<file path="src/rtl/aux_audio_defines.svh">
`ifndef AUX_AUDIO_DEFINES_SVH
`define AUX_AUDIO_DEFINES_SVH

// Sample pacing, 114.75 MHz / 2571 gives roughly 44.6 kHz
`define AUD_TICK_PERIOD 2571

// Cycles between the left pop and the right pop
`define AUD_PAIR_GAP 4

// Words per RAM burst
`define AUD_BURST_LEN 4

// Prefetch FIFO size in words, power of two
`define AUD_FIFO_DEPTH 16

// Upper bits of the word address, audio buffer sits at 0x6f0000 in SDRAM
`define AUD_RAM_PREFIX 7'b1101111

`endif

</file>
<file path="src/rtl/aux_audio_pkg.sv">
`default_nettype none

package aux_audio_pkg;

  // Burst request towards the RAM arbiter
  typedef struct packed {
    logic        req;
    logic [22:0] addr;  // Word address
  } aud_ram_req_t;

  // Arbiter answer, one ack then one fill strobe per word
  typedef struct packed {
    logic        ack;
    logic        fill;
    logic [15:0] data;
  } aud_ram_rsp_t;

  typedef struct packed {
    logic signed [15:0] left;
    logic signed [15:0] right;
  } stereo_sample_t;

  typedef enum logic [1:0] {
    idle,
    request,
    filling
  } stream_state_t;

  typedef enum logic {
    slot_left,
    slot_right
  } sample_slot_t;

endpackage

`default_nettype wire

</file>
<file path="src/rtl/aux_audio_mixer.sv">
`default_nettype none

module aux_audio_mixer (
  input  wire                                clk_114,
  input  wire                                rst,
  input  wire aux_audio_pkg::stereo_sample_t amiga,
  input  wire aux_audio_pkg::stereo_sample_t aux,
  input  wire aux_audio_pkg::stereo_sample_t cdda,
  output aux_audio_pkg::stereo_sample_t      mix
);

  // Two guard bits cover the sum of three full-scale inputs
  localparam int SW = 18;

  logic [SW-1:0] sum_l;
  logic [SW-1:0] sum_r;

  function automatic logic [SW-1:0] widen(input logic [15:0] s);
    return {{(SW - 16){s[15]}}, s};
  endfunction

  // In range while the guard bits match the sign of bit 15
  function automatic logic [15:0] clamp(input logic [SW-1:0] s);
    if (s[SW-1:15] == '0 || s[SW-1:15] == '1)
      return s[15:0];
    else if (s[SW-1])
      return 16'h8000;  // Negative full scale
    else
      return 16'h7fff;
  endfunction

  assign sum_l = widen(amiga.left) + widen(aux.left) + widen(cdda.left);
  assign sum_r = widen(amiga.right) + widen(aux.right) + widen(cdda.right);

  always_ff @(posedge clk_114) begin
    if (rst) begin
      mix <= '0;
    end else begin
      mix.left  <= clamp(sum_l);
      mix.right <= clamp(sum_r);
    end
  end

endmodule

`default_nettype wire

</file>
<file path="src/rtl/aux_audio_stream.sv">
`default_nettype none

`include "aux_audio_defines.svh"

module aux_audio_stream (
  input  wire                          clk_114,
  input  wire                          rst,
  input  wire                          aux_enable,
  output aux_audio_pkg::aud_ram_req_t  ram_req,
  input  wire aux_audio_pkg::aud_ram_rsp_t ram_rsp,
  input  wire                          pop,
  output logic [15:0]                  head,
  output logic                         empty,
  output logic                         buf_half
);

  import aux_audio_pkg::*;

  localparam int AW = $clog2(`AUD_FIFO_DEPTH);
  localparam int FW = $clog2(`AUD_BURST_LEN + 1);

  stream_state_t state;
  logic [15:0]   offset;      // Word offset of the next request
  logic [FW-1:0] fills_left;  // Words still owed by the RAM
  logic [AW-1:0] wr_ptr;
  logic [AW-1:0] rd_ptr;
  logic [AW:0]   level;
  logic [15:0]   mem [`AUD_FIFO_DEPTH];
  logic          push;
  logic          do_pop;
  logic          room;

  //////////////////////////////////////////////////////////////////////////
  // Burst fetcher
  //////////////////////////////////////////////////////////////////////////

  // Only space not already promised to a burst counts
  assign room = (int'(level) + int'(fills_left) + `AUD_BURST_LEN) <= `AUD_FIFO_DEPTH;

  assign push = (state == filling) && ram_rsp.fill;

  always_ff @(posedge clk_114) begin
    if (rst || !aux_enable) begin
      state      <= idle;
      offset     <= '0;
      fills_left <= '0;
    end else begin
      case (state)
        idle: begin
          if (room)
            state <= request;
        end
        request: begin
          if (ram_rsp.ack) begin  // Address is consumed here
            state      <= filling;
            fills_left <= FW'(`AUD_BURST_LEN);
            offset     <= offset + 16'(`AUD_BURST_LEN);  // Wraps at 64K words
          end
        end
        filling: begin
          if (push) begin
            fills_left <= fills_left - 1'b1;
            if (fills_left == FW'(1))
              state <= idle;  // Last word of the burst
          end
        end
        default: state <= idle;
      endcase
    end
  end

  assign ram_req = '{req: (state == request), addr: {`AUD_RAM_PREFIX, offset}};

  assign buf_half = offset[15];  // Tells the CPU which half is being played

  //////////////////////////////////////////////////////////////////////////
  // Prefetch FIFO, show-ahead
  //////////////////////////////////////////////////////////////////////////

  assign do_pop = pop && (level != '0);

  always_ff @(posedge clk_114) begin
    if (rst || !aux_enable) begin
      wr_ptr <= '0;
      rd_ptr <= '0;
      level  <= '0;
    end else begin
      if (push)
        wr_ptr <= wr_ptr + 1'b1;
      if (do_pop)
        rd_ptr <= rd_ptr + 1'b1;
      case ({push, do_pop})
        2'b10:   level <= level + 1'b1;
        2'b01:   level <= level - 1'b1;
        default: level <= level;
      endcase
    end
  end

  always_ff @(posedge clk_114) begin
    if (push)
      mem[wr_ptr] <= ram_rsp.data;
  end

  assign head  = mem[rd_ptr];
  assign empty = (level == '0);

endmodule

`default_nettype wire

</file>
<file path="src/rtl/aux_audio_top.sv">
`default_nettype none

module aux_audio_top (
  input  wire                                clk_114,
  input  wire                                rst,
  input  wire                                aux_enable,   // Level from the CPU
  // RAM arbiter
  output aux_audio_pkg::aud_ram_req_t        ram_req,
  input  wire aux_audio_pkg::aud_ram_rsp_t   ram_rsp,
  // Other audio sources, held levels
  input  wire aux_audio_pkg::stereo_sample_t amiga_audio,
  input  wire aux_audio_pkg::stereo_sample_t cdda_audio,
  // Mixed output
  output aux_audio_pkg::stereo_sample_t      pcm,
  output logic                               audio_l,
  output logic                               audio_r,
  output logic                               buf_half
);

  import aux_audio_pkg::*;

  logic [15:0]    fifo_head;
  logic           fifo_empty;
  logic           fifo_pop;
  stereo_sample_t aux_sample;  // Byte-swapped pair from the buffer

  //////////////////////////////////////////////////////////////////////////
  // Buffer fetch and pacing
  //////////////////////////////////////////////////////////////////////////

  aux_audio_stream u_stream (
    .clk_114    (clk_114),
    .rst        (rst),
    .aux_enable (aux_enable),
    .ram_req    (ram_req),
    .ram_rsp    (ram_rsp),
    .pop        (fifo_pop),
    .head       (fifo_head),
    .empty      (fifo_empty),
    .buf_half   (buf_half)
  );

  aux_sample_pacer u_pacer (
    .clk_114 (clk_114),
    .rst     (rst),
    .head    (fifo_head),
    .empty   (fifo_empty),
    .pop     (fifo_pop),
    .aux     (aux_sample)
  );

  //////////////////////////////////////////////////////////////////////////
  // Mixing and DAC
  //////////////////////////////////////////////////////////////////////////

  aux_audio_mixer u_mixer (
    .clk_114 (clk_114),
    .rst     (rst),
    .amiga   (amiga_audio),
    .aux     (aux_sample),
    .cdda    (cdda_audio),
    .mix     (pcm)             // Also the digital PCM output
  );

  sigma_delta_dac u_dac (
    .clk_114 (clk_114),
    .rst     (rst),
    .pcm     (pcm),
    .audio_l (audio_l),
    .audio_r (audio_r)
  );

endmodule

`default_nettype wire

</file>
<file path="src/rtl/aux_sample_pacer.sv">
`default_nettype none

`include "aux_audio_defines.svh"

module aux_sample_pacer (
  input  wire                           clk_114,
  input  wire                           rst,
  input  wire logic [15:0]              head,
  input  wire                           empty,
  output logic                          pop,
  output aux_audio_pkg::stereo_sample_t aux
);

  import aux_audio_pkg::*;

  localparam int TW = $clog2(`AUD_TICK_PERIOD);
  localparam int GW = $clog2(`AUD_PAIR_GAP + 1);

  logic [TW-1:0] tick_cnt;
  logic          tick;
  sample_slot_t  slot;     // Which channel gets the next pop
  logic [GW-1:0] gap_cnt;
  logic          pop_left;
  logic          pop_right;
  logic [15:0]   swapped;

  assign tick      = (tick_cnt == TW'(`AUD_TICK_PERIOD - 1));
  assign pop_left  = tick;
  assign pop_right = (slot == slot_right) && (gap_cnt == '0);
  assign pop       = pop_left || pop_right;

  // Buffer holds big-endian words
  assign swapped = empty ? 16'h0000 : {head[7:0], head[15:8]};

  always_ff @(posedge clk_114) begin
    if (rst || tick)
      tick_cnt <= '0;
    else
      tick_cnt <= tick_cnt + 1'b1;
  end

  always_ff @(posedge clk_114) begin
    if (rst) begin
      slot    <= slot_left;
      gap_cnt <= '0;
    end else if (slot == slot_left) begin
      if (pop_left) begin
        slot    <= slot_right;
        gap_cnt <= GW'(`AUD_PAIR_GAP - 1);
      end
    end else if (pop_right) begin
      slot <= slot_left;
    end else begin
      gap_cnt <= gap_cnt - 1'b1;
    end
  end

  always_ff @(posedge clk_114) begin
    if (rst) begin
      aux <= '0;
    end else begin
      if (pop_left)
        aux.left <= swapped;
      if (pop_right)
        aux.right <= swapped;
    end
  end

endmodule

`default_nettype wire

</file>
<file path="src/rtl/sigma_delta_dac.sv">
`default_nettype none

module sigma_delta_dac (
  input  wire                                clk_114,
  input  wire                                rst,
  input  wire aux_audio_pkg::stereo_sample_t pcm,
  output logic                               audio_l,
  output logic                               audio_r
);

  logic [1:0][15:0] level;  // Offset binary, index 0 is left
  logic [1:0][15:0] acc;
  logic [1:0][16:0] sum;
  logic [1:0]       bits;

  // Flip the sign so that silence sits at mid scale
  assign level[0] = {~pcm.left[15], pcm.left[14:0]};
  assign level[1] = {~pcm.right[15], pcm.right[14:0]};

  always_comb begin
    for (int ch = 0; ch < 2; ch++) begin
      sum[ch] = {1'b0, acc[ch]} + {1'b0, level[ch]};
    end
  end

  // Carry density equals level / 65536
  always_ff @(posedge clk_114) begin
    if (rst) begin
      acc  <= '0;
      bits <= '0;
    end else begin
      for (int ch = 0; ch < 2; ch++) begin
        acc[ch]  <= sum[ch][15:0];
        bits[ch] <= sum[ch][16];
      end
    end
  end

  assign audio_l = bits[0];
  assign audio_r = bits[1];

endmodule

`default_nettype wire

</file>
<file path="config.mk">
export PLATFORM = sky130hd
export DESIGN_NAME = aux_audio_top
export DESIGN_NICKNAME = d
export VERILOG_FILES = /design/src/rtl/aux_audio_pkg.sv /design/src/rtl/aux_audio_mixer.sv /design/src/rtl/aux_audio_stream.sv /design/src/rtl/aux_audio_top.sv /design/src/rtl/aux_sample_pacer.sv /design/src/rtl/sigma_delta_dac.sv
export VERILOG_INCLUDE_DIRS = /design/src /design/src/rtl
export SDC_FILE = /design/constraint.sdc
export NUM_CORES = 1
export LEC_CHECK = 0
export ABC_CLOCK_PERIOD_IN_PS = 4300
export BUFFER_PORTS_ARGS = -buffer_cell sky130_fd_sc_hd__buf_2
export CORE_MARGIN = 2
export CORE_UTILIZATION = 25
export CTS_CLUSTER_DIAMETER = 200
export DETAILED_ROUTE_END_ITERATION = 8
export PLACE_DENSITY_LB_ADDON = 0.05
export SLEW_MARGIN = 10
export SYNTH_ARGS = -nofsm -noshare
export SYNTH_HDL_FRONTEND = slang
export SYNTH_HIERARCHICAL = 1
export SYNTH_SLANG_ARGS = --single-unit
</file>
<file path="constraint.sdc">
create_clock -name clk_114 -period 4.3 [get_ports clk_114]
set_clock_uncertainty 0.15 [all_clocks]
set_input_delay 0.215 -clock clk_114 [delete_from_list [all_inputs] [get_ports clk_114]]
set_output_delay 0.215 -clock clk_114 [all_outputs]
set_load 0.05 [all_outputs]
</file>
==> results of run 1 <==
## layout make-up
cell class | count | share of cell area
Sequential cell | 406 | 0.471
Multi-Input combinational cell | 906 | 0.349
Clock buffer | 60 | 0.0567
Tap cell | 978 | 0.0538
Timing Repair Buffer | 175 | 0.0473
Clock inverter | 34 | 0.0151
Inverter | 42 | 0.00694
Antenna cell | 1 | 0.000110
## worst paths after layout
path / cells after the start / start / slack [ps] / to
worst max register to register: 10 / u_pacer/aux[17] / 580 / u_mixer/mix[17]
worst max-delay path: 10 / u_pacer/aux[17] / 580 / u_mixer/mix[17]
worst min register to register: 2 / u_pacer/aux[0] / 310 / u_pacer/aux[0]
worst min-delay path: 5 / cdda_audio[17] / 80 / u_mixer/mix[17]
## critical path, delay by kind of cell (launching register included)
| kind | cells | cell delay (ps) |
|---|---|---|
| flops | 1 | 330 |
| compound gates | 6 | 1860 |
| simple gates | 1 | 100 |
| fa+ha+maj | 3 | 1170 |
## registers in the layout (all words and copies together) (netlist names), 2 cells and up, named ones only
register             flops
u_pacer/tick_cnt        12
u_mixer/mix             32
u_stream/offset         14
u_pacer/aux             32
u_stream/level           5
u_stream/wr_ptr          4
u_stream/fills_left      3
u_pacer/gap_cnt          3
u_dac/acc               32
u_stream/mem           256
u_stream/rd_ptr          4
u_stream/state           2
u_dac/bits               2
## synthesized netlist by cell type (all sizes together), types with 6 or more instances
cell      n
edfxtp  256
nand2    91
nand4    18
a211oi    8
clkbuf   35
o21a     10
o31ai    28
a31oi    10
nand3    26
fa       37
nor3     17
ha       84
mux4     80
a21oi    91
dfxtp   150
mux2i    18
xnor2    37
and3      9
a21o     24
nor2b    27
o21ai    40
inv      42
nor2    123
o211ai    6
xor2     45
buf      28
## stage by stage
step | setup slack (ps) | cells | area (um2) | power [mW]
after floorplan | 1040 | 1417 | 19000 | 6.34
after global routing | 392 | 2601 | 22700 | 11.7
after detailed placement | 561 | 2484 | 20900 | 6.93
after CTS | 575 | 2601 | 22700 | 11.3
final | 583 | 2602 | 22700 | 11.1
after global placement | 718 | 2484 | 20900 | 6.94
## cell usage in the layout (no fill, tap or decap), types with 7 or more instances in the layout
cell type        n
clkbuf_16       50
xnor2_1         37
fa_1            37
conb_1           9
ha_1            84
nand4_1         18
nand2_1         91
mux4_2          80
clkbuf_1        10
clkinv_2        12
xor2_1          45
dlygate4sd3_1   23
nor3_1          11
nor2_1         111
edfxtp_1       256
a211oi_1         7
buf_4           16
nor2_4          12
a21o_1          24
clkinv_1         9
dfxtp_1        148
nand3_1         26
a21oi_1         86
buf_2          133
and3_1           8
o21ai_0         36
a31oi_1          9
o31ai_1         21
nor2b_1         27
inv_1           40
o21a_1           9
mux2i_1         18
## cells by family (layout without fill, tap and decap cells)
group | count (synthesis) | after routing | share of synthesized area
flops | 406 | 406 | 0.564
simple gates | 341 | 341 | 0.0837
compound gates | 254 | 254 | 0.0896
fa+ha+maj | 121 | 121 | 0.0945
buf+inv | 105 | 311 | 0.0254
mux | 99 | 99 | 0.105
xor+xnor | 82 | 82 | 0.0379
other cells | 2 | 10 | 0.000396
## per-layer routing
metal / global-route usage / vias to the layer above / wire length (um)
met5: 0 / - / 14
met1: 0.167 / 5820 / 22300
met2: 0.241 / 218 / 26500
met3: 0.0221 / 78 / 2270
met4: 0.0468 / 4 / 1560
li1: - / 5614 / -
## where the power goes
part / internal [mW] / total, mW / switching [mW] / leakage [nW]
logic: 0.840 / 2.34 / 1.50 / 3.86
registers: 4.37 / 4.52 / 0.143 / 3.53
clock network: 2.46 / 4.21 / 1.75 / 0.798
## repair_timing
action,in CTS,in global routing
buffers inserted,0,0
hold buffers,23,0
endpoints found under the hold margin,295,0
==> results.toml, run 1 <==
[drt]
vias = 11700
drc_errors = 0
routed_wl_um = 52700
ant_nets = 0
drtPass1Iterations = 5
drt_first_iter_violations = 715
vias_per_cell = 4.51
post_drt_wl_per_cell_um = 20.3

[power_and_ir_drop]
peakVddDrop_v = 0.000272
leakagePower_nw = 8.18
power.density_nw_per_um2 = 487

[layout]
layout-drive-gt1-share = 0.221
seq_area_um2 = 10700
syn_to_final_growth_pct = 19.8
final_util = 0.301
fillers = 7645
multi_input_area_um2 = 7940
num-nets-final = 1787

[synth]
synthesis.area_um2 = 19000
synth-edff-count = 256
synth_area_leader_cell = "edfxtp_1"
yosys.area.top_type_share = 0.405
syn_area_per_cell_um2 = 13.5
synth_seq_area_share = 0.564
async_reset_ff_frac = 0
ys_seq_elements = 406
synthTopCellsByArea = "edfxtp_1, dfxtp_1, mux4_2"
ys.warnings.count = 6
synth.distinct_cells = 71
syn_inst = 1410
ys.flop_type = "edfxtp_1"

[setup_path]
cp_max_fo = 15
slowest_delay_ps = 490
worstSetupStartpointType = "flip-flop"
crit_arrival_ps = 4040
critPathSlowestCell = "fa_1"
setup.worst_path.end_class = "flip-flop"
critPathKind = "reg2reg"
cpMostUsedCell = "fa_1"
path_cells = "fa_1 > ha_1 > fa_1 > a21o_1 > a221oi_2 > nor3_2 > a2111oi_0 > a311o_2 > a211o_2 > o21ai_0"
required_ps = 4630

[clocking]
cts_tree = "done"
path_clk_slew_ps = 60
cts_buffers = 50
cts_resized = 0
cts_root_buf = "clkbuf_16"
numClockSinks = 406
ctsHtreeMaxLevel = 2
cts_buffer_depth = 3
clk_latency_ps = 610

[sta]
rsz0062_at_grt = "false"
maxSlewHeadroom = 0.406
finalSetupViolCount = 0
fin_crit_ps = 3720
maxSlewViolCount = 0
finalCritPeriodShare = 0.864
worst_slew_pin_slew_ps = 889
whs_ps = 82.9
fmax_mhz = 269
setup_tns_ps = 0
hold_violations = 0

[flow_run]
drv_cap = 0

[worst_hold_path]
hp-class = "in2reg"

[die]
die_y_um = 279
die_area_um2 = 78100
ioPinCount = 144
coreArea_um2 = 75600
rows = 101
dieWidth_um = 279
start_util = 0.251

[placement]
dpl.hpwl_um = 34900
gp_congestion = 0.801
port_buffers = 134

[global_route]
grt_start_max_net_pins = 43
grt_pass1_vias = 12300
antenna_found_initial = 2
gr-total-overflow = 0
grt_first_pass_wirelength_um = 79000
grt_use_total = 0.136

[status]
status = "completed"
(Power assumes the default switching activity.)
==> run 2: changes to the inputs <==
--- a/config.mk
+++ b/config.mk
@@ -6,7 +6,7 @@
 export SDC_FILE = /design/constraint.sdc
 export NUM_CORES = 1
 export LEC_CHECK = 0
-export ABC_CLOCK_PERIOD_IN_PS = 4300
+export ABC_CLOCK_PERIOD_IN_PS = 3900
 export BUFFER_PORTS_ARGS = -buffer_cell sky130_fd_sc_hd__buf_2
 export CORE_MARGIN = 2
 export CORE_UTILIZATION = 25
==> constraint.sdc (replaced) <==
create_clock -name clk_114 -period 3.9 [get_ports clk_114]
set_clock_uncertainty 0.15 [all_clocks]
set_input_delay 0.195 -clock clk_114 [delete_from_list [all_inputs] [get_ports clk_114]]
set_output_delay 0.195 -clock clk_114 [all_outputs]
set_load 0.05 [all_outputs]
==> results.toml, run 2 (synthesized netlist as in run 1, its figures left out) <==
[setup_path]
worstSetupStartpointType = "flip-flop"
cp_max_fo = 15
slowest_delay_ps = 480
critPathSlowestCell = "fa_1"
required_ps = 4210
path_cells = "fa_1 > ha_1 > fa_1 > a21o_1 > a221oi_2 > o21ai_0 > o2bb2ai_1 > o22a_1 > o21a_4 > o21ai_0"
critPathKind = "reg2reg"
setup.worst_path.end_class = "flip-flop"
crit_arrival_ps = 3960

[clocking]
numClockSinks = 406
clk_latency_ps = 630
path_clk_slew_ps = 60
ctsHtreeMaxLevel = 2
post_cts_buffers = 0
cts_buffers = 52
cts_buffer_depth = 3
cts_tree = "done"
cts_root_buf = "clkbuf_16"

[flow_run]
drv_cap = 0

[die]
rows = 101
dieWidth_um = 279
die_y_um = 279
ioPinCount = 144
coreArea_um2 = 75600
start_util = 0.251
die_area_um2 = 78100

[sta]
maxSlewHeadroom = 0.341
worst_slew_pin_slew_ps = 987
maxSlewViolCount = 0
finalCritPeriodShare = 0.936
setup_tns_ps = 0
rsz0062_at_grt = "false"
fin_crit_ps = 3650
finalSetupViolCount = 0
hold_violations = 0
fmax_mhz = 274

[power_and_ir_drop]
pwr-share-comb = 0.209
switching_share = 0.304
power.density_nw_per_um2 = 539
power.switching_mw = 3.75
leakagePower_nw = 8.28
p_seq_frac = 0.404
peakVddDrop_v = 0.000295
p_int_mw = 8.57
pwr-share-clk = 0.387

[placement]
dpl.hpwl_um = 35300
gp_congestion = 0.771
port_buffers = 134
placed_area_um2 = 20900

[global_route]
gr-total-overflow = 0
grt_use_total = 0.135
antenna_found_initial = 1
grt_pass1_vias = 12300
grt_start_max_net_pins = 69
grt_first_pass_wirelength_um = 78800

[drt]
post_drt_wl_per_cell_um = 20.2
vias = 11800
vias_per_cell = 4.49
routed_wl_um = 52800
ant_nets = 0
drtPass1Iterations = 4
drt_first_iter_violations = 670
drc_errors = 0

[status]
status = "completed"

[layout]
multi_input_area_um2 = 7910
layout_commonest_cell = "edfxtp_1"
seq_area_um2 = 10700
mostFrequentLayoutCells = "edfxtp_1, dfxtp_1, buf_2"
fillers = 7623
largest_reg_flops = 256
n_antenna_cell = 0
num-nets-final = 1801
finalInstanceArea_um2 = 22900
syn_to_final_growth_pct = 20.6
top_register = "u_stream/mem"
layout-drive-gt1-share = 0.222

[worst_hold_path]
hp-class = "in2reg"
## run 2: cell count changes in the layout (fill, tap and decap cells not counted), sizes merged
cell	before	now
diode	1	0
inv	45	43
dlygate4sd3	23	25
clkbuf	60	73
clkinvlp	2	1
clkinv	24	19
bufinv	5	4
buf	152	162
## run 2: final timing paths
path	startpoint	to	slack [ps]	depth (start not counted)
setup / recovery	u_pacer/aux[17]	u_mixer/mix[30]	250	10
hold reg to reg	u_pacer/tick_cnt[0]	u_pacer/tick_cnt[0]	310	1
hold / removal	cdda_audio[17]	u_mixer/mix[17]	60	5
setup reg to reg	u_pacer/aux[17]	u_mixer/mix[30]	250	10
## run 2: timing repair
action                                  4_1_cts  5_1_grt
hold buffers                                 25        0
endpoints found under the setup margin        0       15
gates resized for setup                       0        1
hold endpoints to repair                    321        0
## run 2: stage by stage
stage / hold WS [ps] / instances / util / power [mW] / setup slack, ps
after global routing: 63.0 / 2617 / 0.303 / 13.0 / 1.81
after detailed placement: 292 / 2494 / 0.277 / 7.64 / 190
after global placement: 298 / 2494 / 0.277 / 7.65 / 319
final: 55.7 / 2617 / 0.303 / 12.3 / 251
after floorplan: 144 / 1417 / - / 6.99 / 635
after CTS: 22.4 / 2617 / 0.303 / 12.6 / 155
## run 2: power by group through the flow
stage	Combinational (mW)	Clock, mW	Sequential, mW
finish	2.58	4.77	4.98
global route	2.87	5.13	5.00
CTS	2.60	4.97	4.99
detailed placement	2.57	0	5.08
global placement	2.57	0	5.08
floorplan	1.62	0	5.37
## run 2: critical path, delay by kind of cell, from the launching register on
| kind | cells | cell delay, ps |
|---|---|---|
| flops | 1 | 330 |
| compound gates | 7 | 1850 |
| fa+ha+maj | 3 | 1170 |
## run 2: layout make-up
class,count,share of cell area
Timing Repair Buffer,187,0.0518
Inverter,42,0.00689
Clock inverter,25,0.0124
Clock buffer,73,0.0621
Tap cell,978,0.0535
Multi-Input combinational cell,906,0.346
Sequential cell,406,0.468
## run 2: per-layer routing
metal / share of wire / track usage
met2: 0.51 / 0.243
met1: 0.44 / 0.168
met3: 0.032 / 0.0208
met5: 0.00021 / 0
met4: 0.024 / 0.0403
==> run 3: changes to the inputs <==
--- a/config.mk
+++ b/config.mk
@@ -8,11 +8,15 @@
 export LEC_CHECK = 0
 export ABC_CLOCK_PERIOD_IN_PS = 3900
 export BUFFER_PORTS_ARGS = -buffer_cell sky130_fd_sc_hd__buf_2
+export CELL_PAD_IN_SITES_DETAIL_PLACEMENT = 0
+export CELL_PAD_IN_SITES_GLOBAL_PLACEMENT = 1
 export CORE_MARGIN = 2
 export CORE_UTILIZATION = 25
 export CTS_CLUSTER_DIAMETER = 200
+export CTS_CLUSTER_SIZE = 28
 export DETAILED_ROUTE_END_ITERATION = 8
 export PLACE_DENSITY_LB_ADDON = 0.05
+export SKIP_CTS_REPAIR_TIMING = 1
 export SLEW_MARGIN = 10
 export SYNTH_ARGS = -nofsm -noshare
 export SYNTH_HDL_FRONTEND = slang
==> results.toml, run 3 (synthesized netlist as in run 1, its figures left out) <==
[sta]
fin_crit_ps = 3640
fmax_mhz = 275
rsz0062_at_grt = "false"
finalCritPeriodShare = 0.933
setup_tns_ps = 0
worst_slew_pin_slew_ps = 900
finalSetupViolCount = 0
maxSlewHeadroom = 0.398
whs_ps = 15.3
maxSlewViolCount = 0
hold_violations = 0

[global_route]
gr-total-overflow = 0
antenna_found_initial = 5
grt_pass1_vias = 11700
grt_start_max_net_pins = 65
grt_first_pass_wirelength_um = 78800
grt_use_total = 0.135

[power_and_ir_drop]
peakVddDrop_v = 0.000261
power.density_nw_per_um2 = 458
power_mw = 9.91
leakagePower_nw = 7.64

[placement]
port_buffers = 134
gp_congestion = 0.760
dpl.hpwl_um = 36100

[layout]
num-nets-final = 1755
layout_commonest_cell = "edfxtp_1"
syn_to_final_growth_pct = 14.1
top_register = "u_stream/mem"
largest_reg_flops = 256
layout-drive-gt1-share = 0.196
mostFrequentLayoutCells = "edfxtp_1, dfxtp_1, buf_2"

[setup_path]
crit_arrival_ps = 3910
rrSetupSlack_ps = 260
critPathKind = "reg2reg"
cp_max_fo = 15
cp-startpoint = "u_pacer/aux[17]"
required_ps = 4170
worstSetupStartpointType = "flip-flop"
setup.worst_path.end_class = "flip-flop"
r2r-start = "u_pacer/aux[17]"

[clocking]
cts_root_buf = "clkbuf_16"
clk_latency_ps = 580
cts_tree = "done"
path_clk_slew_ps = 130
numClockSinks = 406
cts_buffer_depth = 3
ctsHtreeMaxLevel = 1
cts_buffers = 18

[die]
die_area_um2 = 78100
rows = 101
coreArea_um2 = 75600
die_y_um = 279
dieWidth_um = 279
start_util = 0.251
ioPinCount = 144

[drt]
routed_wl_um = 53200
post_drt_wl_per_cell_um = 21.0
drc_errors = 0
vias = 11400
drt_first_iter_violations = 588
ant_nets = 0
vias_per_cell = 4.50
drtPass1Iterations = 5

[flow_run]
drv_cap = 0

[status]
status = "completed"

[worst_hold_path]
hold_start = "aux_enable"
hp-class = "in2reg"
-- run 3: changes by cell type in the layout (fill, tap and decap cells not counted), sizes merged --
cell,previous run,this run
clkbuf,73,28
clkinv,19,1
buf,162,154
bufinv,4,0
dlygate4sd3,25,21
diode,0,3
clkinvlp,1,0
-- run 3: final timing paths --
path / end / cells past startpoint
max reg2reg: u_mixer/mix[30] / 10
min: u_stream/offset[2] / 4
max: u_mixer/mix[30] / 10
min reg2reg: u_pacer/aux[0] / 2
-- run 3: per-stage QoR --
stage | utilization | instances | instance area [um2] | worst slack [ps]
floorplan | - | 1417 | 19000 | 635
global placement | 0.276 | 2486 | 20900 | 349
detailed placement | 0.276 | 2486 | 20900 | 246
CTS | 0.283 | 2516 | 21400 | 210
global route | 0.286 | 2539 | 21600 | 1.33
finish | 0.286 | 2540 | 21600 | 261
-- run 3: routing by layer --
layer  part of all wire  GRT usage  vias up
met1               0.46      0.177     5756
met2               0.51      0.244      134
li1                   -          -     5506
met4              0.013     0.0197        2
met3              0.024     0.0161       35
met5            0.00024          0        -
-- run 3: worst max-delay path, stage by stage (launching register included) --
cell and delay (ps):
dfxtp_1 350, fa_1 490, ha_1 240, fa_1 430
a21o_1 230, a221oi_4 350, nor3_2 100, a2111oi_0 430
a311o_2 220, a211o_2 350, o21ai_0 170
-- run 3: area by class of cell --
cell class | instances | area, um2
Tap cell | 978 | 1220
Multi-Input combinational cell | 906 | 7950
Clock inverter | 2 | 46.3
Timing Repair Buffer | 175 | 1070
Antenna cell | 3 | 7.51
Inverter | 42 | 158
Fill cell | 7699 | 53900
Sequential cell | 406 | 10700
Clock buffer | 28 | 488
-- run 3: power by group --
group / switching [mW] / total, mW / internal, mW
combinational: 1.67 / 2.60 / 0.930
clock: 1.43 / 2.34 / 0.904
sequential: 0.157 / 4.97 / 4.81
